### src/mem_test_pkg.sv
package mem_test_pkg;

  // pin widths of one SRAM chip.
  localparam int SRAM_ADDR_W = 18;
  localparam int SRAM_DATA_W = 8;

  // chips sit side by side, each one holds one byte lane of a word.
  localparam int NUM_CHIPS = 2;
  localparam int WORD_W = NUM_CHIPS * SRAM_DATA_W;

  // byte address, so one bit wider than the word index.
  localparam int AXI_ADDR_W = 19;

  typedef logic [SRAM_ADDR_W-1:0] sram_addr_t;  // chip address, equal to the word index.
  typedef logic [SRAM_DATA_W-1:0] sram_data_t;  // one chip's byte.
  typedef logic [WORD_W-1:0]      word_t;       // striped word.
  typedef logic [AXI_ADDR_W-1:0]  axi_addr_t;   // AXI byte address.

  typedef enum logic [1:0] {
    CTRL_IDLE,
    CTRL_WR_STROBE,
    CTRL_RD_WAIT,
    CTRL_FINISH
  } ctrl_state_t;

  typedef enum logic [2:0] {
    SEQ_WR_ISSUE,
    SEQ_WR_RESP,
    SEQ_RD_ISSUE,
    SEQ_RD_DATA,
    SEQ_REPORT
  } seq_state_t;

  // test pattern for one word. the odd multiplier spreads neighbouring
  // indices over all bits, and the pass term moves every word each pass.
  function automatic word_t pattern_word(input sram_addr_t idx, input logic [7:0] pass_idx);
    logic [31:0] mix;
    mix = 32'(idx) * 32'h9E37 + 32'(pass_idx) * 32'h3C5A;
    return mix[WORD_W-1:0];
  endfunction

endpackage

### src/sram_stripe_axil.sv
`timescale 1ns/1ns

module sram_stripe_axil (
  input  logic                     CLK,
  input  logic                     rst_n,

  // AXI4-Lite slave
  input  logic                     awvalid,
  output logic                     awready,
  input  mem_test_pkg::axi_addr_t  awaddr,
  input  logic                     wvalid,
  output logic                     wready,
  input  mem_test_pkg::word_t      wdata,
  output logic                     bvalid,
  input  logic                     bready,
  input  logic                     arvalid,
  output logic                     arready,
  input  mem_test_pkg::axi_addr_t  araddr,
  output logic                     rvalid,
  input  logic                     rready,
  output mem_test_pkg::word_t      rdata,

  // chip A controller, low byte
  output logic                     a_start,
  output logic                     a_write,
  output mem_test_pkg::sram_addr_t a_addr,
  output mem_test_pkg::sram_data_t a_wdata,
  input  mem_test_pkg::sram_data_t a_rdata,
  input  logic                     a_done,

  // chip B controller, high byte
  output logic                     b_start,
  output logic                     b_write,
  output mem_test_pkg::sram_addr_t b_addr,
  output mem_test_pkg::sram_data_t b_wdata,
  input  mem_test_pkg::sram_data_t b_rdata,
  input  logic                     b_done
);
  import mem_test_pkg::*;

  logic       busy;  // set from request accept until the response is taken.
  logic       start_q;
  logic       write_q;
  sram_addr_t addr_q;
  word_t      wdata_q;
  logic       a_done_q;
  logic       b_done_q;
  logic       both_done;
  logic       aw_fire;
  logic       ar_fire;

  // write address and data are taken together, and writes win over reads.
  assign awready = !busy && awvalid && wvalid;
  assign wready  = awready;
  assign arready = !busy && arvalid && !(awvalid && wvalid);

  assign aw_fire = awvalid && awready;
  assign ar_fire = arvalid && arready;

  // a done seen in an earlier cycle counts as well as one seen now.
  assign both_done = (a_done || a_done_q) && (b_done || b_done_q);

  always_ff @(posedge CLK) begin
    if (!rst_n) begin
      busy     <= 1'b0;
      start_q  <= 1'b0;
      write_q  <= 1'b0;
      a_done_q <= 1'b0;
      b_done_q <= 1'b0;
      bvalid   <= 1'b0;
      rvalid   <= 1'b0;
    end else begin
      start_q <= aw_fire || ar_fire;  // one cycle start to both chips.
      if (aw_fire || ar_fire) begin
        busy    <= 1'b1;
        write_q <= aw_fire;
      end

      if (both_done) begin
        a_done_q <= 1'b0;
        b_done_q <= 1'b0;
        bvalid   <= write_q;
        rvalid   <= !write_q;
      end else begin
        if (a_done) a_done_q <= 1'b1;
        if (b_done) b_done_q <= 1'b1;
      end

      if ((bvalid && bready) || (rvalid && rready)) begin
        bvalid <= 1'b0;
        rvalid <= 1'b0;
        busy   <= 1'b0;
      end
    end
  end

  // bit 0 of the byte address selects a byte inside the word and is dropped.
  always_ff @(posedge CLK) begin
    if (aw_fire) begin
      addr_q  <= awaddr[AXI_ADDR_W-1:1];
      wdata_q <= wdata;
    end else if (ar_fire) begin
      addr_q <= araddr[AXI_ADDR_W-1:1];
    end
    if (both_done && !write_q) begin
      rdata <= {b_rdata, a_rdata};
    end
  end

  assign a_start = start_q;
  assign b_start = start_q;
  assign a_write = write_q;
  assign b_write = write_q;
  assign a_addr  = addr_q;
  assign b_addr  = addr_q;
  assign a_wdata = wdata_q[SRAM_DATA_W-1:0];
  assign b_wdata = wdata_q[WORD_W-1:SRAM_DATA_W];

  // a response, once offered, stays until the master takes it.
  assert property (@(posedge CLK) disable iff (!rst_n) bvalid && !bready |=> bvalid)
    else $error("bvalid dropped before bready");

  assert property (@(posedge CLK) disable iff (!rst_n)
                   rvalid && !rready |=> rvalid && $stable(rdata))
    else $error("rvalid or rdata changed before rready");

endmodule

### config.mk
export PLATFORM = sky130hd
export DESIGN_NAME = sram_stripe_axil
export DESIGN_NICKNAME = d
export VERILOG_FILES = /design/src/mem_test_pkg.sv /design/src/sram_stripe_axil.sv
export SDC_FILE = /design/constraint.sdc
export NUM_CORES = 1
export LEC_CHECK = 0
export BUFFER_PORTS_ARGS = -buffer_cell sky130_fd_sc_hd__buf_4
export CORE_ASPECT_RATIO = 0.8
export CORE_UTILIZATION = 40
export CTS_CLUSTER_SIZE = 24
export DETAILED_ROUTE_END_ITERATION = 10
export GPL_TIMING_DRIVEN = 1
export PLACE_DENSITY = 0.78
export SLEW_MARGIN = 20
export SYNTH_ARGS = -nofsm -noshare
export SYNTH_HDL_FRONTEND = slang
export SYNTH_SLANG_ARGS = --single-unit
### constraint.sdc
create_clock -name CLK -period 1.8 [get_ports CLK]
set_input_delay 0.09 -clock CLK [delete_from_list [all_inputs] [get_ports CLK]]
set_output_delay 0.09 -clock CLK [all_outputs]
set_load 0.02 [all_outputs]
==> flow_summary_export.csv, run 1 <==
group,metric,value,unit
route,final_antenna_net_count,0,
final_layout,area_delta_synth_final,75.01,%
timing,timing.setup.tns,0,ns
critical_path,crit_cells,6,
critical_path,worstPathRequired,1.81,ns
clock_tree,cts_sinks,57,
worst_hold_path,whs_path_depth,3,
route,via_per_inst,4.501,
power_and_ir_drop,power.internal,2.837,mW
global_route,track_usage,19.51,%
place,place_inst,318,
yosys,synth_cells,123,
route,vias,1661,
final_layout,drive_gt1_share,61.56,%
route,drt-initial-drc-count,47,
final_layout,antenna_cells,0,
die,initial_core_util,42.83,%
power_and_ir_drop,vdd_drop_max,0.0006484,V
die,core,5180,µm²
critical_path,start_kind,"input pin",
clock_tree,cts_resized,0,
power_and_ir_drop,p_switching,0.8556,mW
yosys,ys_seq_area_share,74.00,%
clock_tree,cts_tree,"yes",
clock_tree,cts_hold_buf,35,
critical_path,end_kind,"flop",
timing,slew_headroom,61.65,%
final_layout,layout.cells.non_filler,369,
place,globalplace.congestion,0.6892,
timing,clock_skew,0.004348,ns
final_layout,utilization,74.95,%
critical_path,critical-path-max-stage-delay,0.52,ns
clock_tree,root_buffer,"clkbuf_8",
final_layout,layout_commonest_cell,"buf_4",
final_layout,fill_cells,364,
final_layout,final_cell_mix,"155 x buf_4, 50 x edfxtp_1, 35 x dlygate4sd3_1",
global_route,antenna_found_initial,0,
timing,drv_slew,0,
power_and_ir_drop,power.share.combinational,19.1,%
critical_path,crit_family,"buffers and inverters",
yosys,syn_area,2218,µm²
critical_path,path_buf_inv,4,
power_and_ir_drop,power_frac_seq,43.3,%
global_route,grt_pass1_vias,1709,
yosys,syn_avg_cell_area,18.04,µm²
yosys,syn_nets,202,
global_route,grt_max_degree,20,
clock_tree,clock_path_buffers,2,
timing,min_period,1.418,ns
timing,setup_viol,0,
die,die_w,85.26,µm
power_and_ir_drop,cellLeakagePower,1.790,nW
job,drv_cap,0,
critical_path,reg2regPathDepth,4,
die,die_h,68.61,µm
critical_path,critical_path_class,"input pin to flop",
outcome,outcome,"complete, no violations",
global_route,grt_remaining_overflow,0,
clock_tree,post_cts_buffers,0,
timing,worstMarginPinSlew,0.5746,ns
yosys,synth_seq_cells,57,
power_and_ir_drop,p_clk_share,37.6,%
critical_path,path_common_cell,"buf_4",
route,wl,5875,µm
power_and_ir_drop,power_density,951.0,nW/µm²
route,wl_per_cell,15.92,µm
power_and_ir_drop,switching_share,23.17,%
final_layout,fin_nets,381,
die,fp-row-count,23,
timing,hold_viol_final,0,
timing,fmax,705.2,MHz
yosys,yosysUniqueCellTypes,18,
clock_tree,path_clk_slew,0.06,ns
die,die_area,5850,µm²
yosys,yosys_warnings,0,
die,ioPinCount,156,
critical_path,critical_path_arrival,1.43,ns
route,drc,0,
worst_hold_path,hold_path_class,"input pin to flop",
place,io_buffers,153,
clock_tree,numCtsBuffers,9,
route,drt-pass1-iter-count,4,
critical_path,crit_path_top_delay_cell,"dlygate4sd3_1",
clock_tree,clk_latency,0.32,ns
clock_tree,htree_num_levels,3,
timing,rsz0062_at_grt,"no",
critical_path,path_max_fanout,16,
global_route,grt_pass1_wl,8266,µm
critical_path,path_cells,"dlygate4sd3_1 > buf_4 > o22ai_1 > or2_2 > inv_1 > buf_4",
power_and_ir_drop,power.total,3.692,mW
timing,fin_crit_sh,78.78,%
==> state kept, by name, indices dropped and copies added, names as in the netlist <==
register / flops
busy: 1
a_write: 1
a_done_q: 1
bvalid: 1
wdata_q: 16
rvalid: 1
a_addr: 18
a_start: 1
rdata: 16
b_done_q: 1
==> final timing paths <==
| path | start | endpoint | slack, ns |
|---|---|---|---|
| setup / recovery | b_done | rdata[0]$_DFFE_PP_ | 0.38 |
| hold / removal | arvalid | busy$_SDFFE_PP0P_ | 0.04 |
| setup reg to reg | b_done_q$_SDFFE_PP0P_ | rdata[0]$_DFFE_PP_ | 0.43 |
| hold reg to reg | a_done_q$_SDFFE_PP0P_ | a_done_q$_SDFFE_PP0P_ | 0.48 |
==> tightest hold or removal path, stage by stage <==
cell and delay [ns]:
buf_4 0.09, nor2_1 0.03, a21oi_1 0.12
==> final cells by class <==
class                   instances  area [µm²]  share of cell area (%)
well taps                      62       77.57                   1.998
clock inverters                 7       108.9                   2.804
multi-input cells              40       385.4                   9.926
repair buffers                191        1534                   39.51
inverters                       3       11.26                  0.2900
flip-flops and latches         57        1642                   42.28
clock buffers                   9       123.9                   3.190
==> metal layers <==
layer	GRT usage [%]	share of wire, %
met5	0	0
met3	6.310	5.5
met1	18.92	35
met2	39.42	58
met4	7.500	1.1
==> cells in the mapped netlist <==
library cell	number	area share, %
nor2_1	6	1.0
a21oi_1	3	0.68
buf_6	2	1.0
mux2_2	3	1.5
inv_1	3	0.51
or2_2	1	0.28
o22ai_1	1	0.28
edfxtp_1	50	68
mux2i_1	1	0.45
nand2b_1	1	0.28
dfxtp_1	7	6.3
buf_4	21	7.1
mux2_4	15	10
nand3b_4	1	0.90
nand2_1	5	0.85
and2_1	1	0.28
a21boi_0	1	0.34
a22oi_1	1	0.34
==> power groups by stage <==
stage	registers [mW]	logic [mW]	clock network, mW
floorplan	1.73	0.238	0
detailed placement	1.63	0.644	0
global placement	1.62	0.630	0
global route	1.61	0.741	1.47
finish	1.60	0.705	1.39
CTS	1.60	0.707	1.42
==> metrics by stage <==
stage                     worst slack [ns]  hold slack [ns]  instance area, µm²
final                               0.3820          0.04207                3882
after global routing                0.2947          0.04010                3882
after CTS                           0.3950          0.03358                3882
after detailed placement            0.4253           0.2693                3299
after global placement              0.4497           0.2680                3299
after floorplan                     0.3671           0.1889                2218
==> logic make-up (layout without fill, tap and decap cells) <==
family / after synthesis / after routing / share of synthesized area [%]
AO/OA/AOI/OAI: 6 / 6 / 1.636
buffers and inverters: 26 / 210 / 8.629
flip-flops: 57 / 57 / 74.00
multiplexers: 19 / 19 / 12.13
AND/OR/NAND/NOR: 15 / 15 / 3.610
Power figures use the tool's default switching activity.
==> run 2: changes to the inputs <==
ABC_AREA = 1   (was unset)
CORE_UTILIZATION = 37   (was 40)
PLACE_DENSITY = 0.76   (was 0.78)
clock period = 1.3 ns   (was 1.8 ns; I/O delays follow)
==> run 2 against run 1 <==
Against the previous run:
- area after synthesis shrank 0.23%
- cell count grew 23%
- critical path depth shrank 1
- critical path type is now flop to output pin
- largest power group unchanged
- die area rose by 7.7%
- sequential share of layout area down 2.1 points
- power grew 33%
- clock-buffer cell count is 1 higher
- setup slack got worse by 0.32 ns
- global-route usage is 1.0 points higher
- non-clock buffer count rose by 23
- highest routed layer unchanged
- sequential power rose by 40%
- hold slack worse by 0.027 ns
==> flow_summary_export.csv, run 2 <==
group,metric,value,unit
final_layout,fin_nets,449,
die,ioPinCount,156,
route,vias,1960,
timing,min_period,1.239,ns
worst_hold_path,min_to,"a_addr[14]$_DFFE_PP_",
yosys,synthAdderAreaFrac,0,%
die,fp-row-count,24,
timing,hold_viol_final,0,
yosys,syn_avg_cell_area,13.10,µm²
outcome,outcome,"complete, no violations",
route,final_antenna_net_count,0,
yosys,synth_common_cells,"55 x nand2_1, 50 x edfxtp_1, 21 x buf_4",
critical_path,critical_path_class,"flop to output pin",
route,via_per_inst,4.327,
place,placed_cell_area,3352,µm²
die,core,5615,µm²
job,drv_cap,0,
die,die_w,88.48,µm
critical_path,end_kind,"output pin",
final_layout,layout_commonest_cell,"buf_4",
timing,worstMarginPinSlew,0.1885,ns
clock_tree,clk_latency,0.32,ns
yosys,synth_cells,169,
power_and_ir_drop,vdd_drop_max,0.0007730,V
yosys,syn_area,2213,µm²
worst_hold_path,hold_path_class,"input pin to flop",
yosys,muxShareOfSynthArea,0,%
route,wl,6277,µm
yosys,synth_xor_area_share,0,%
critical_path,critical_path_arrival,1.17,ns
yosys,synth_edf_count,50,
critical_path,worstPathRequired,1.24,ns
critical_path,worst-r2r-setup-slack,0.11,ns
yosys,async_flop_share,0,%
critical_path,path_max_fanout,11,
critical_path,start_kind,"flop",
clock_tree,cts_tree,"yes",
yosys,yosysMostFrequentCell,"nand2_1",
die,die_area,6298,µm²
yosys,synth_seq_cells,57,
timing,setup_viol,0,
place,place_inst,383,
clock_tree,htree_num_levels,3,
clock_tree,cts_sinks,57,
timing,fmax,807.0,MHz
final_layout,fill_cells,363,
final_layout,area_delta_synth_final,84.51,%
place,io_buffers,153,
yosys,ys.flop_type,"edfxtp_1",
yosys,yosysUniqueCellTypes,14,
yosys,yosys.area_share.simple,13.79,%
worst_hold_path,whs_path_depth,3,
yosys,synth_compound_area_share,1.413,%
die,die_h,71.18,µm
final_layout,postLayoutCellArea,4084,µm²
timing,whs,0.01459,ns
power_and_ir_drop,power_density,1199,nW/µm²
global_route,track_usage,20.53,%
yosys,ys_seq_area_share,74.17,%
timing,rsz0062_at_grt,"yes",
timing,fin_crit_sh,95.31,%
global_route,grt_remaining_overflow,0,
yosys,yosys-top-cells-area,"edfxtp_1 68%, nand2_1 9.3%, buf_4 7.1%",
worst_hold_path,hp-start,"araddr[15]",
yosys,syn_nets,248,
clock_tree,clock_path_buffers,2,
critical_path,reg2regPathDepth,5,
timing,slew_headroom,87.42,%
global_route,grt_pass1_vias,1890,
final_layout,antenna_cells,0,
timing,drv_slew,0,
final_layout,largest_register_ffs,18,
critical_path,r2r_start,"busy$_SDFFE_PP0P_",
clock_tree,root_buffer,"clkbuf_8",
route,drt-initial-drc-count,55,
global_route,antenna_found_initial,0,
route,wl_per_cell,13.86,µm
power_and_ir_drop,cellLeakagePower,1.901,nW
global_route,grt_max_degree,24,
final_layout,final_cell_mix,"159 x buf_4, 53 x nand2_1, 52 x dlygate4sd3_1",
global_route,grt_pass1_wl,9328,µm
clock_tree,numCtsBuffers,9,
timing,timing.setup.tns,0,ns
timing,clock_skew,0.004495,ns
route,drt-pass1-iter-count,4,
yosys,yosys.area.top_type_share,67.83,%
critical_path,timing.rr.end,"a_addr[16]$_DFFE_PP_",
clock_tree,path_clk_slew,0.06,ns
yosys,synth_top_area_cell,"edfxtp_1",
route,drc,0,
final_layout,utilization,72.73,%
final_layout,drive_gt1_share,50.67,%
place,hpwl,3909,µm
place,globalplace.congestion,0.7603,
yosys,synth_top_family_by_area,"simple AND/OR/NAND/NOR gates",
yosys,yosys_warnings,0,
final_layout,layout.cells.non_filler,453,
die,initial_core_util,39.42,%
[run 2: cell types whose count changed after synthesis, moves of 3 or more]
cell / previous run / this run
inv_1: 3 / 10
mux2_2: 3 / 0
mux2_4: 15 / 0
nand2_1: 5 / 55
nand2_2: 0 / 9
nand3_1: 0 / 5
nor2_1: 6 / 0
[run 2: per-layer routing]
layer | global-route usage [%] | share of wire (%) | vias up
li1 | - | - | 941
met1 | 21.48 | 37 | 906
met2 | 36.92 | 54 | 105
met3 | 8.985 | 7.6 | 8
met4 | 6.093 | 1.3 | 0
met5 | 0 | 0 | -
[run 2: cell type report]
type                    count  area (µm²)  area share (%)
clock buffers              10       127.6           3.125
inverters                  12       47.55           1.164
well taps                  78       97.59           2.390
clock inverters             6       58.81           1.440
flip-flops and latches     57        1642           40.20
repair buffers            214        1769           43.32
multi-input cells          76       341.6           8.364
[run 2: how the worst max path moves through the flow]
stage	end	cells past startpoint	from
floorplan	rdata[0]$_DFFE_PP_	3	a_write$_SDFFE_PN0P_
global placement	rdata[0]$_DFFE_PP_	5	b_done_q$_SDFFE_PP0P_
CTS	wready	5	busy$_SDFFE_PP0P_
finish	wready	5	busy$_SDFFE_PP0P_
detailed placement	rdata[14]$_DFFE_PP_	5	a_done_q$_SDFFE_PP0P_
global route	wready	5	busy$_SDFFE_PP0P_
[run 2: through the flow]
stage	power (mW)	setup WS, ns
4_1_cts	4.902	0.00001399
3_5_place_dp	3.240	0.1879
2_1_floorplan	2.774	0.05191
3_3_place_gp	3.224	0.1921
5_1_grt	5.091	-0.01587
6_report	4.896	0.06091
[run 2: logic make-up (layout without fill, tap and decap cells)]
group	Yosys count	count (layout)
AND/OR/NAND/NOR	70	70
flip-flops	57	57
AO/OA/AOI/OAI	6	6
buffers and inverters	36	242
[run 2: where the power goes]
group	internal (mW)	total [mW]	switching [mW]
clock network	0.871	1.54	0.674
logic	0.566	1.11	0.546
registers	2.17	2.24	0.0685
[run 2: repair_timing]
| item | in CTS | in global routing |
|---|---|---|
| hold buffers | 52 | 0 |
| buffers inserted | 0 | 2 |
| hold endpoints to repair | 46 | 0 |
| setup endpoints to repair | 0 | 3 |
| resized for setup | 0 | 3 |
[run 2: worst max-delay path: stages, from the launching register on]
cell and delay [ns]:
dfxtp_1 0.30, inv_2 0.08, nand3_4 0.10, buf_8 0.15, inv_1 0.07, buf_4 0.14
