<file path="config.mk">
export PLATFORM = sky130hd
export DESIGN_NAME = mem_test_seq
export DESIGN_NICKNAME = d
export VERILOG_FILES = /design/src/mem_test_pkg.sv /design/src/mem_test_seq.sv
export SDC_FILE = /design/constraint.sdc
export NUM_CORES = 1
export LEC_CHECK = 0
export BUFFER_PORTS_ARGS = -buffer_cell sky130_fd_sc_hd__buf_4
export CAP_MARGIN = 20
export CELL_PAD_IN_SITES_DETAIL_PLACEMENT = 1
export CELL_PAD_IN_SITES_GLOBAL_PLACEMENT = 2
export CORE_ASPECT_RATIO = 1.1
export CORE_UTILIZATION = 25
export DETAILED_ROUTE_END_ITERATION = 8
export HOLD_SLACK_MARGIN = 0.12
export PLACE_DENSITY_LB_ADDON = 0.25
export SETUP_SLACK_MARGIN = 0.5
export SYNTH_ARGS = -nofsm -noshare
export SYNTH_HDL_FRONTEND = slang
export SYNTH_SLANG_ARGS = --single-unit
</file>
<file path="constraint.sdc">
create_clock -name CLK -period 12.1 [get_ports CLK]
set_clock_uncertainty 0.15 [all_clocks]
set_input_delay 3.025 -clock CLK [delete_from_list [all_inputs] [get_ports CLK]]
set_output_delay 3.025 -clock CLK [all_outputs]
set_load 0.02 [all_outputs]
</file>
<file path="src/mem_test_pkg.sv">
package mem_test_pkg;

  // pin widths of one SRAM chip.
  localparam int SRAM_ADDR_W = 18;
  localparam int SRAM_DATA_W = 8;

  // chips sit side by side, each one holds one byte lane of a word.
  localparam int NUM_CHIPS = 2;
  localparam int WORD_W = NUM_CHIPS * SRAM_DATA_W;

  // byte address, so one bit wider than the word index.
  localparam int AXI_ADDR_W = 19;

  typedef logic [SRAM_ADDR_W-1:0] sram_addr_t;  // chip address, equal to the word index.
  typedef logic [SRAM_DATA_W-1:0] sram_data_t;  // one chip's byte.
  typedef logic [WORD_W-1:0]      word_t;       // striped word.
  typedef logic [AXI_ADDR_W-1:0]  axi_addr_t;   // AXI byte address.

  typedef enum logic [1:0] {
    CTRL_IDLE,
    CTRL_WR_STROBE,
    CTRL_RD_WAIT,
    CTRL_FINISH
  } ctrl_state_t;

  typedef enum logic [2:0] {
    SEQ_WR_ISSUE,
    SEQ_WR_RESP,
    SEQ_RD_ISSUE,
    SEQ_RD_DATA,
    SEQ_REPORT
  } seq_state_t;

  // test pattern for one word. the odd multiplier spreads neighbouring
  // indices over all bits, and the pass term moves every word each pass.
  function automatic word_t pattern_word(input sram_addr_t idx, input logic [7:0] pass_idx);
    logic [31:0] mix;
    mix = 32'(idx) * 32'h9E37 + 32'(pass_idx) * 32'h3C5A;
    return mix[WORD_W-1:0];
  endfunction

endpackage

</file>
<file path="src/mem_test_seq.sv">
`timescale 1ns/1ns

module mem_test_seq #(
  parameter int NUM_WORDS = 256
) (
  input  logic                    CLK,
  input  logic                    rst_n,

  // AXI4-Lite master
  output logic                    awvalid,
  input  logic                    awready,
  output mem_test_pkg::axi_addr_t awaddr,
  output logic                    wvalid,
  input  logic                    wready,
  output mem_test_pkg::word_t     wdata,
  input  logic                    bvalid,
  output logic                    bready,
  output logic                    arvalid,
  input  logic                    arready,
  output mem_test_pkg::axi_addr_t araddr,
  input  logic                    rvalid,
  output logic                    rready,
  input  mem_test_pkg::word_t     rdata,

  // pass results
  output logic                    test_done,
  output logic                    test_pass,
  output logic [7:0]              err_cnt,
  output logic [7:0]              pass_idx
);
  import mem_test_pkg::*;

  localparam sram_addr_t LAST_IDX = sram_addr_t'(NUM_WORDS - 1);

  seq_state_t state;
  sram_addr_t idx;       // word under test.
  logic       armed;     // low only in the first cycle after reset.
  logic       aw_sent;
  logic       w_sent;
  logic       aw_fire;
  logic       w_fire;
  logic [7:0] err_run;   // mismatches seen so far in this pass.
  logic       resp_owed;

  // valids come straight from the state, so they hold until accepted.
  assign awvalid = armed && state == SEQ_WR_ISSUE && !aw_sent;
  assign wvalid  = armed && state == SEQ_WR_ISSUE && !w_sent;
  assign bready  = (state == SEQ_WR_RESP);
  assign arvalid = (state == SEQ_RD_ISSUE);
  assign rready  = (state == SEQ_RD_DATA);

  assign awaddr = {idx, 1'b0};
  assign araddr = {idx, 1'b0};
  assign wdata  = pattern_word(idx, pass_idx);

  assign aw_fire = awvalid && awready;
  assign w_fire  = wvalid && wready;

  always_ff @(posedge CLK) begin
    if (!rst_n) begin
      state     <= SEQ_WR_ISSUE;
      idx       <= '0;
      armed     <= 1'b0;
      aw_sent   <= 1'b0;
      w_sent    <= 1'b0;
      err_run   <= '0;
      test_done <= 1'b0;
      test_pass <= 1'b1;
      err_cnt   <= '0;
      pass_idx  <= '0;
    end else begin
      armed     <= 1'b1;
      test_done <= 1'b0;
      case (state)
        SEQ_WR_ISSUE: begin
          // address and data may be accepted in different cycles.
          if (aw_fire) aw_sent <= 1'b1;
          if (w_fire) w_sent <= 1'b1;
          if ((aw_sent || aw_fire) && (w_sent || w_fire)) begin
            aw_sent <= 1'b0;
            w_sent  <= 1'b0;
            state   <= SEQ_WR_RESP;
          end
        end
        SEQ_WR_RESP: begin
          if (bvalid) begin
            if (idx == LAST_IDX) begin
              idx   <= '0;
              state <= SEQ_RD_ISSUE;  // all words written, start the read back.
            end else begin
              idx   <= idx + 1'b1;
              state <= SEQ_WR_ISSUE;
            end
          end
        end
        SEQ_RD_ISSUE: begin
          if (arready) state <= SEQ_RD_DATA;
        end
        SEQ_RD_DATA: begin
          if (rvalid) begin
            if (rdata != pattern_word(idx, pass_idx) && err_run != 8'hFF) begin
              err_run <= err_run + 1'b1;
            end
            if (idx == LAST_IDX) begin
              state <= SEQ_REPORT;
            end else begin
              idx   <= idx + 1'b1;
              state <= SEQ_RD_ISSUE;
            end
          end
        end
        SEQ_REPORT: begin
          test_done <= 1'b1;
          test_pass <= (err_run == '0);
          err_cnt   <= err_run;
          err_run   <= '0;
          pass_idx  <= pass_idx + 1'b1;  // wraps, giving 256 patterns.
          idx       <= '0;
          state     <= SEQ_WR_ISSUE;
        end
        default: begin
          state <= SEQ_WR_ISSUE;
        end
      endcase
    end
  end

  // tracks the bus from the handshakes alone, apart from the state machine.
  always_ff @(posedge CLK) begin
    if (!rst_n) begin
      resp_owed <= 1'b0;
    end else if (aw_fire || (arvalid && arready)) begin
      resp_owed <= 1'b1;
    end else if ((bvalid && bready) || (rvalid && rready)) begin
      resp_owed <= 1'b0;
    end
  end

  // the slave handles one request at a time, so none may overlap a response.
  assert property (@(posedge CLK) disable iff (!rst_n) resp_owed |-> !awvalid && !arvalid)
    else $error("new request raised while a response is outstanding");

endmodule

</file>
==> results of run 1 <==
==> final cells by class <==
| cell class | instances | area [µm²] | share of cell area [%] |
|---|---|---|---|
| clock inverters | 3 | 28.8 | 0.358 |
| multi-input cells | 518 | 5050 | 62.9 |
| repair buffers | 99 | 743 | 9.24 |
| flip-flops and latches | 50 | 1000 | 12.4 |
| well taps | 357 | 447 | 5.56 |
| clock buffers | 5 | 125 | 1.56 |
| inverters | 171 | 642 | 7.98 |
==> worst min-delay path by stage <==
stage | endpoint | slack [ps]
after floorplan | err_cnt[7]$_SDFFE_PN0P_ | 320
after global placement | err_cnt[7]$_SDFFE_PN0P_ | 300
after detailed placement | err_cnt[7]$_SDFFE_PN0P_ | 310
after CTS | err_cnt[6]$_SDFFE_PN0P_ | 320
after global routing | err_cnt[7]$_SDFFE_PN0P_ | 340
final | err_cnt[7]$_SDFFE_PN0P_ | 320
==> power by group <==
part,internal (mW),switching [mW],total (mW)
clock,0.0792,0.0757,0.155
combinational,0.0282,0.0372,0.0654
sequential,0.166,0.00190,0.168
==> cell usage after synthesis (all sizes together), types with 7 or more instances <==
| cell type | count | area share, % |
|---|---|---|
| a21oi | 27 | 2.0 |
| a21boi | 9 | 0.98 |
| nand3 | 15 | 1.1 |
| a21o | 9 | 0.98 |
| and3 | 8 | 0.72 |
| nor3 | 13 | 0.94 |
| or3 | 7 | 0.63 |
| ha | 99 | 18 |
| nor2 | 36 | 2.0 |
| inv | 171 | 9.3 |
| nor2b | 7 | 0.63 |
| dfxtp | 50 | 14 |
| nand2 | 36 | 2.0 |
| buf | 27 | 2.7 |
| clkbuf | 10 | 0.54 |
| o211ai | 8 | 1.1 |
| nand2b | 7 | 0.63 |
| fa | 76 | 22 |
| o21ai | 16 | 1.2 |
| xor2 | 25 | 3.2 |
| xnor2 | 58 | 7.3 |
| a31oi | 7 | 0.63 |
==> flip-flops by register name, indices dropped and copies added, names as in the netlist <==
signal / count
idx: 18
err_cnt: 8
err_run: 8
pass_idx: 8
state: 3
armed: 1
aw_sent: 1
test_done: 1
test_pass: 1
w_sent: 1
==> cell families (layout without fill, tap and decap cells) <==
family          Yosys count  after routing
xor+xnor                 86             86
simple gates            153            153
mux                       4              4
compound gates           98             98
flops                    50             50
fa+ha+maj               175            175
other cells               1              2
buf+inv                 208            278
==> metrics by stage <==
step | cell area (µm²) | util [%]
finish | 8040 | 29.7
global route | 8040 | 29.7
CTS | 8040 | 29.7
detailed placement | 7890 | 29.2
global placement | 7890 | 29.2
floorplan | 6920 | -
==> routing by layer <==
metal	vias to the layer above	wire, µm	track usage, %
li1	2579	-	-
met2	83	9050	23.3
met3	6	720	2.51
met5	-	0	0
met1	2589	8880	18.7
met4	0	100	1.90
==> worst register-to-register path: cells and delay by family (launching register included) <==
family / cells / cell delay [ps]
xor+xnor: 2 / 700
mux: 1 / 260
compound gates: 9 / 1940
flops: 1 / 560
buf+inv: 4 / 220
fa+ha+maj: 10 / 4420
simple gates: 4 / 700
==> out/qor.yml, run 1 <==
critical_path:
  arrival_ps: 7510
  r2r-end: "err_run[0]$_SDFFE_PN0P_"
  critPathBufInv: 5
  crit_path_end_kind: "output port"
  startpoint: "pass_idx[2]$_SDFFE_PN0P_"
  r2r_slack_ps: 3050
  required_ps: 8920
  cp_num_cells: 25
  crit_type: "reg2out"
  endpoint: "wdata[15]"
  crit_top_cell: "fa_1"
  crit_family: "adder cells"
  cp-start-kind: "flip-flop"
  max_stage_delay_ps: 590
  rr_startpoint: "pass_idx[2]$_SDFFE_PN0P_"
  crit_slowest_cell: "fa_1"
  worstPathMaxFanout: 8
  ff2ff_path_depth: 30
synthesis:
  synth_area_mm2: 0.00692
  ys_async_sr_fraction_pct: 0
  synthDistinctLibCells: 60
  avgSynthCellArea_um2: 8.93
  synth_warnings: 0
  synth_top_family_by_area: "adder cells"
  ys_seq_elements: 50
  synth-xor-area-share_pct: 11.5
  synthAdderAreaFrac_pct: 39.9
  yosys.area_share.simple_pct: 11.2
  synth-compound-area-share_pct: 9.75
  netlist_instances: 775
  synth_edf_count: 0
  synth-main-ff-cell: "dfxtp_1"
  muxShareOfSynthArea_pct: 0.615
  synth.yosys.seq_area_share_pct: 14.5
routing:
  drt-vias-per-instance: 4.37
  routed_wl_mm: 18.8
  drtAntennaViolNets: 0
  firstDrtPassIters: 4
  vias: 5257
  wl_per_cell_um: 15.6
  drt-initial-drc-count: 167
  drc: 0
placement:
  dp_slack_ps: 1650
  dp_hpwl_mm: 16.1
  io_buffers: 97
  dp_cells: 1195
  place_congestion: 0.830
clock_tree:
  cts_tree: "yes"
  clk_path_buf_depth: 2
  cts_setup_buffers: 0
  cts_resized: 0
  clkLatencyLatePin_ps: 310
  cts.sinks: 50
  cts_inserted_buffers: 5
  cts_root_buf: "clkbuf_16"
  cts_hold_buf: 0
  htree_levels: 2
  clk_pin_slew_ps: 80
global_route:
  grt_pass1_vias: 5563
  grt_pass1_wl_mm: 30.4
  grt.total_usage_pct: 13.8
  grt_overflow_total: 0
  grt_max_degree: 24
  grt_antenna_before_repair: 0
die:
  rows: 63
  start_util_pct: 25.6
  dieArea_mm2: 0.0283
  dieHeight_um: 176
  die_w_um: 161
  ioPinCount: 100
  core-area_mm2: 0.0270
run_status:
  status: "completed"
min_path:
  min_from: "err_cnt[7]$_SDFFE_PN0P_"
  hold_depth: 2
  min_path_type: "reg2reg"
timing:
  fin_crit_sh_pct: 88.3
  max_freq_mhz: 93.6
  maxSlewViolCount: 0
  fin_hold_ws_ps: 317
  timing_hold_violations_final: 0
  worst_pin_slew_ps: 733
  setup_violations: 0
  setup_ws_ps: 1410
  rsz0062_at_grt: "false"
  period_minus_slack_ps: 10690
  setup_tns_ps: 0
  max_slew_margin_pct: 50.7
layout:
  nNetsFinal: 1043
  drive_gt1_share_pct: 13.8
  fillers: 3187
  diodes: 0
  layout.cells.non_filler: 1203
  final_cell_mix: "inv_1 (171), ha_1 (99), buf_4 (99)"
  syn_to_final_growth_pct: 16.2
  layout_commonest_cell: "inv_1"
power:
  leakage_nw: 4.05
  total_power_mw: 0.388
  ir_worst_vdd_mv: 0.0493
  p_per_area_mw_per_mm2: 48.3
run:
  max_cap_viol_count: 0
Power figures use the tool's default switching activity.
==> inputs of run 2 (changes only) <==
CELL_PAD_IN_SITES_GLOBAL_PLACEMENT = 1   (was 2)
==> run 2 against run 1 <==
Sequential power is essentially flat; die area is the same; final area grew 0.30%; critical path depth is the same; first-iteration DRC count shrank 18%; core utilization grew 0.088 points; sequential share of layout area is essentially flat; total power grew 6.3%; non-clock buffer count is the same; via count grew 0.27%; wire length grew 0.57%.
==> out/qor.yml, run 2 (same netlist as run 1, synthesis figures left out) <==
global_route:
  grt_antenna_before_repair: 0  # unchanged
  grt_overflow_total: 0  # unchanged
  grt.total_usage_pct: 13.9  # was 13.8%
  grt_max_degree: 24  # unchanged
  grt_pass1_vias: 5563  # unchanged
  grt_pass1_wl_mm: 30.5  # was 30.4 mm
critical_path:
  rr_startpoint: "pass_idx[3]$_SDFFE_PN0P_"  # was pass_idx[2]$_SDFFE_PN0P_
  arrival_ps: 7440  # was 7510 ps
  crit_family: "adder cells"  # unchanged
  ff2ff_path_depth: 30  # unchanged
  crit_path_end_kind: "output port"  # unchanged
  r2r-end: "err_run[0]$_SDFFE_PN0P_"  # unchanged
  crit_top_cell: "fa_1"  # unchanged
  crit_type: "reg2out"  # unchanged
  critPathBufInv: 5  # unchanged
  cp-start-kind: "flip-flop"  # unchanged
  crit_slowest_cell: "fa_1"  # unchanged
  worstPathMaxFanout: 6  # was 8
  r2r_slack_ps: 3190  # was 3050 ps
  max_stage_delay_ps: 550  # was 590 ps
  required_ps: 8920  # about the same
routing:
  drt-vias-per-instance: 4.38  # was 4.37
  wl_per_cell_um: 15.7  # was 15.6 µm
  drc: 0  # unchanged
  firstDrtPassIters: 4  # unchanged
  routed_wl_mm: 18.9  # was 18.8 mm
  vias: 5271  # was 5,257
  drtAntennaViolNets: 0  # unchanged
  drt-initial-drc-count: 137  # was 167
timing:
  timing_hold_violations_final: 0  # unchanged
  max_slew_margin_pct: 51.9  # was 50.7%
  worst_pin_slew_ps: 715  # was 733 ps
  setup_tns_ps: 0  # unchanged
  setup_violations: 0  # unchanged
  fin_crit_sh_pct: 87.7  # was 88.3%
  period_minus_slack_ps: 10610  # was 10,690 ps
  maxSlewViolCount: 0  # unchanged
  max_freq_mhz: 94.2  # was 93.6 MHz
  rsz0062_at_grt: "false"  # unchanged
die:
  dieHeight_um: 176  # unchanged
  ioPinCount: 100  # unchanged
  start_util_pct: 25.6  # unchanged
  die_w_um: 161  # unchanged
  rows: 63  # unchanged
  dieArea_mm2: 0.0283  # unchanged
  core-area_mm2: 0.0270  # unchanged
min_path:
  hold_end: "err_cnt[0]$_SDFFE_PN0P_"  # was err_cnt[7]$_SDFFE_PN0P_
  min_from: "err_cnt[0]$_SDFFE_PN0P_"  # was err_cnt[7]$_SDFFE_PN0P_
  hold_depth: 2  # unchanged
  min_path_type: "reg2reg"  # unchanged
power:
  total_power_mw: 0.413  # was 0.388 mW
  p_per_area_mw_per_mm2: 51.2  # was 48.3 mW/mm²
  ir_worst_vdd_mv: 0.0541  # was 0.0493 mV
  leakage_nw: 4.06  # was 4.05 nW
placement:
  dp_hpwl_mm: 16.2  # was 16.1 mm
  io_buffers: 97  # unchanged
  place_congestion: 0.865  # was 0.830
  dpl-instance-area_mm2: 0.00789  # unchanged
layout:
  fin_area_mm2: 0.00806  # was 0.00804 mm²
  nNetsFinal: 1043  # unchanged
  diodes: 0  # unchanged
  seqCellArea_mm2: 0.00100  # unchanged
  largest_register: "idx"  # unchanged
  layout_commonest_cell: "inv_1"  # unchanged
  multi_input_comb_area_mm2: 0.00505  # unchanged
  final_cell_mix: "inv_1 (171), ha_1 (99), buf_4 (99)"  # unchanged
  syn_to_final_growth_pct: 16.6  # was 16.2%
  largest_register_ffs: 18  # unchanged
  drive_gt1_share_pct: 13.8  # unchanged
  fillers: 3185  # was 3,187
clock_tree:
  cts_setup_buffers: 0  # unchanged
  cts_resized: 0  # unchanged
  clkLatencyLatePin_ps: 310  # about the same
  clk_pin_slew_ps: 80  # about the same
  cts_root_buf: "clkbuf_16"  # unchanged
  cts_tree: "yes"  # unchanged
  htree_levels: 2  # unchanged
  cts.sinks: 50  # unchanged
  cts_inserted_buffers: 5  # unchanged
  cts_hold_buf: 0  # unchanged
  clk_path_buf_depth: 2  # unchanged
run_status:
  status: "completed"  # unchanged
run:
  max_cap_viol_count: 0  # unchanged
run 2: metal layers:
metal,global-route usage (%),wire length (µm)
met2,24.2,9280
met5,0,0
met1,18.4,8770
met3,2.21,682
met4,2.06,129
run 2: power breakdown:
group | switching (mW) | internal (mW) | leakage, nW
Combinational | 0.0367 | 0.0282 | 3.57
Sequential | 0.00204 | 0.166 | 0.403
Clock | 0.0755 | 0.104 | 0.0875
run 2: how the worst max path moves through the flow:
stage                                        start         to  slack, ps  cells after the start
after CTS                 pass_idx[3]$_SDFFE_PN0P_  wdata[15]       1370                     25
after global placement    pass_idx[2]$_SDFFE_PN0P_  wdata[15]       1800                     25
final                     pass_idx[3]$_SDFFE_PN0P_  wdata[15]       1490                     25
after detailed placement  pass_idx[3]$_SDFFE_PN0P_  wdata[15]       1740                     25
after floorplan           pass_idx[2]$_SDFFE_PN0P_  wdata[15]       2120                     26
after global routing      pass_idx[2]$_SDFFE_PN0P_  wdata[15]        960                     27
run 2: area by class of cell:
type,count,area share [%]
multi-input combinational,518,62.7
sequential,50,12.4
timing repair buffer,99,9.22
inverter,171,7.96
tap,357,5.54
clock buffer,6,1.72
clock inverter,2,0.481
run 2: metrics by stage:
stage / hold slack (ps) / util, % / setup WS (ps) / std cells
global route: 357 / 29.8 / 960 / 1203
global placement: 311 / 29.2 / 1800 / 1195
floorplan: 315 / - / 2120 / 776
CTS: 328 / 29.8 / 1370 / 1203
finish: 326 / 29.8 / 1490 / 1203
detailed placement: 314 / 29.2 / 1740 / 1195
run 2: tightest hold or removal path, cell delays in order, from the launching register on:
cell      delay [ps]
dfxtp_1          320
nand2_1           50
a21boi_0          60
==> inputs of run 3 (changes only) <==
REMOVE_ABC_BUFFERS = 1   (was unset)
==> run 3 against run 2 <==
Global-route usage decreased by 0.27 points; sequential share of layout area about the same; combinational power about the same; wire length decreased by 1.6%; setup slack got worse by 6.9 ps; die area unchanged; non-clock buffer count unchanged; worst hold slack got worse by 1.7 ps; total power decreased by 4.8%; critical path depth unchanged; largest power group is now sequential cells.
==> out/qor.yml, run 3 (same netlist as run 1, synthesis figures left out) <==
timing:
  period_minus_slack_ps: 10620  # was 10,610 ps
  fin_crit_sh_pct: 87.8  # was 87.7%
  fin_hold_ws_ps: 324  # was 326 ps
  worst_pin_slew_ps: 678  # was 715 ps
  setup_violations: 0  # unchanged
  maxSlewViolCount: 0  # unchanged
  setup_tns_ps: 0  # unchanged
  rsz0062_at_grt: "false"  # unchanged
  max_freq_mhz: 94.2  # about the same
  max_slew_margin_pct: 54.4  # was 51.9%
  timing_hold_violations_final: 0  # unchanged
critical_path:
  rr_startpoint: "pass_idx[2]$_SDFFE_PN0P_"  # was pass_idx[3]$_SDFFE_PN0P_
  ff2ff_path_depth: 30  # unchanged
  r2r-end: "err_run[0]$_SDFFE_PN0P_"  # unchanged
  r2r_slack_ps: 2980  # was 3190 ps
  cp-start-kind: "flip-flop"  # unchanged
  crit_path_end_kind: "output port"  # unchanged
  crit_type: "reg2out"  # unchanged
  arrival_ps: 7440  # about the same
  worstPathMaxFanout: 8  # was 6
  required_ps: 8920  # about the same
die:
  start_util_pct: 25.6  # unchanged
  rows: 63  # unchanged
  dieArea_mm2: 0.0283  # unchanged
  ioPinCount: 100  # unchanged
  die_w_um: 161  # unchanged
  core-area_mm2: 0.0270  # unchanged
  dieHeight_um: 176  # unchanged
clock_tree:
  cts.sinks: 50  # unchanged
  cts_inserted_buffers: 5  # unchanged
  cts_setup_buffers: 0  # unchanged
  clkLatencyLatePin_ps: 310  # about the same
  htree_levels: 2  # unchanged
  cts_hold_buf: 0  # unchanged
  cts_resized: 0  # unchanged
  clk_path_buf_depth: 2  # unchanged
  clk_pin_slew_ps: 80  # about the same
  cts_root_buf: "clkbuf_16"  # unchanged
  cts_tree: "yes"  # unchanged
power:
  p_comb_share_pct: 16.6  # was 15.7%
  leakage_nw: 4.05  # was 4.06 nW
  p_int_mw: 0.274  # was 0.299 mW
  p_per_area_mw_per_mm2: 48.9  # was 51.2 mW/mm²
  switching_power_mw: 0.119  # was 0.114 mW
  clkPwrFrac_pct: 40.7  # was 43.6%
  ir_worst_vdd_mv: 0.0506  # was 0.0541 mV
  sequentialPowerShare_pct: 42.7  # was 40.7%
  swShare_pct: 30.3  # was 27.7%
min_path:
  hold_depth: 2  # unchanged
  min_path_type: "reg2reg"  # unchanged
  min_from: "err_cnt[4]$_SDFFE_PN0P_"  # was err_cnt[0]$_SDFFE_PN0P_
  hold_end: "err_cnt[4]$_SDFFE_PN0P_"  # was err_cnt[0]$_SDFFE_PN0P_
routing:
  wl_per_cell_um: 15.4  # was 15.7 µm
  drtAntennaViolNets: 0  # unchanged
  firstDrtPassIters: 4  # unchanged
  drt-vias-per-instance: 4.38  # about the same
  vias: 5272  # was 5,271
  drc: 0  # unchanged
  drt-initial-drc-count: 163  # was 137
  routed_wl_mm: 18.6  # was 18.9 mm
global_route:
  grt_overflow_total: 0  # unchanged
  grt_max_degree: 24  # unchanged
  grt.busiest_layer: "met2"  # unchanged
  grt_pass1_vias: 5536  # was 5,563
  use_met2_pct: 23.2  # was 24.2%
  grtUsageMet3_pct: 2.68  # was 2.21%
  grt_pass1_wl_mm: 29.8  # was 30.5 mm
  grt_antenna_before_repair: 0  # unchanged
  use_met1_pct: 17.9  # was 18.4%
  grt.total_usage_pct: 13.6  # was 13.9%
placement:
  dp_hpwl_mm: 15.8  # was 16.2 mm
  io_buffers: 97  # unchanged
  dp_cells: 1195  # unchanged
  place_congestion: 0.833  # was 0.865
layout:
  diodes: 0  # unchanged
  largest_register_ffs: 18  # unchanged
  syn_to_final_growth_pct: 16.2  # was 16.6%
  final_cell_mix: "inv_1 (171), ha_1 (99), buf_4 (99)"  # unchanged
  nNetsFinal: 1043  # unchanged
  drive_gt1_share_pct: 13.8  # unchanged
  largest_register: "idx"  # unchanged
  layout_commonest_cell: "inv_1"  # unchanged
  layout.cells.non_filler: 1203  # unchanged
run:
  max_cap_viol_count: 0  # unchanged
run_status:
  status: "completed"  # unchanged
run 3: cell type report:
class                      count  area (µm²)
clock buffer                   5         125
clock inverter                 3        28.8
fill                        3190       19000
inverter                     171         642
multi-input combinational    518        5050
sequential                    50        1000
tap                          357         447
timing repair buffer          99         743
run 3: critical path, stage by stage, from the launching register on:
cell and delay (ps):
dfxtp_1 550, ha_1 330, ha_1 320, fa_1 510
inv_1 50, fa_1 530, inv_1 40, ha_1 320
inv_1 70, o21bai_1 70, a21oi_1 240, o21bai_1 90
a21oi_1 220, o21bai_1 90, a21oi_1 180, xor2_1 200
fa_1 470, fa_1 540, fa_1 450, fa_1 590
inv_1 60, ha_1 370, nand2_1 90, o31ai_2 400
xnor2_1 180, buf_4 170
run 3: power by group through the flow:
stage	clock (mW)	sequential, mW	combinational (mW)
finish	0.160	0.168	0.0650
global route	0.174	0.168	0.0724
CTS	0.168	0.168	0.0669
detailed placement	0	0.172	0.0666
global placement	0	0.172	0.0665
floorplan	0	0.173	0.0383
run 3: worst max-delay path by stage:
stage               depth (start not counted)                      from  slack, ps   endpoint
finish                                     25  pass_idx[2]$_SDFFE_PN0P_       1480  wdata[15]
floorplan                                  26  pass_idx[2]$_SDFFE_PN0P_       2120  wdata[15]
detailed placement                         25  pass_idx[2]$_SDFFE_PN0P_       1730  wdata[15]
CTS                                        25  pass_idx[2]$_SDFFE_PN0P_       1350  wdata[15]
global placement                           25  pass_idx[2]$_SDFFE_PN0P_       1870  wdata[15]
global route                               25  pass_idx[2]$_SDFFE_PN0P_       1030  wdata[15]
run 3: layer usage:
layer	wire length (µm)	part of all wire [%]
met5	0	0
met2	8960	48
met1	8740	47
met3	656	3.5
met4	199	1.1
run 3: metrics by stage:
step / utilization (%) / setup WS (ps) / total power [mW] / area [µm²]
after floorplan: - / 2120 / 0.211 / 6700
after global placement: 29.2 / 1870 / 0.238 / 7890
after detailed placement: 29.2 / 1730 / 0.238 / 7890
after CTS: 29.7 / 1350 / 0.402 / 8040
after global routing: 29.7 / 1030 / 0.414 / 8040
final: 29.7 / 1480 / 0.393 / 8040
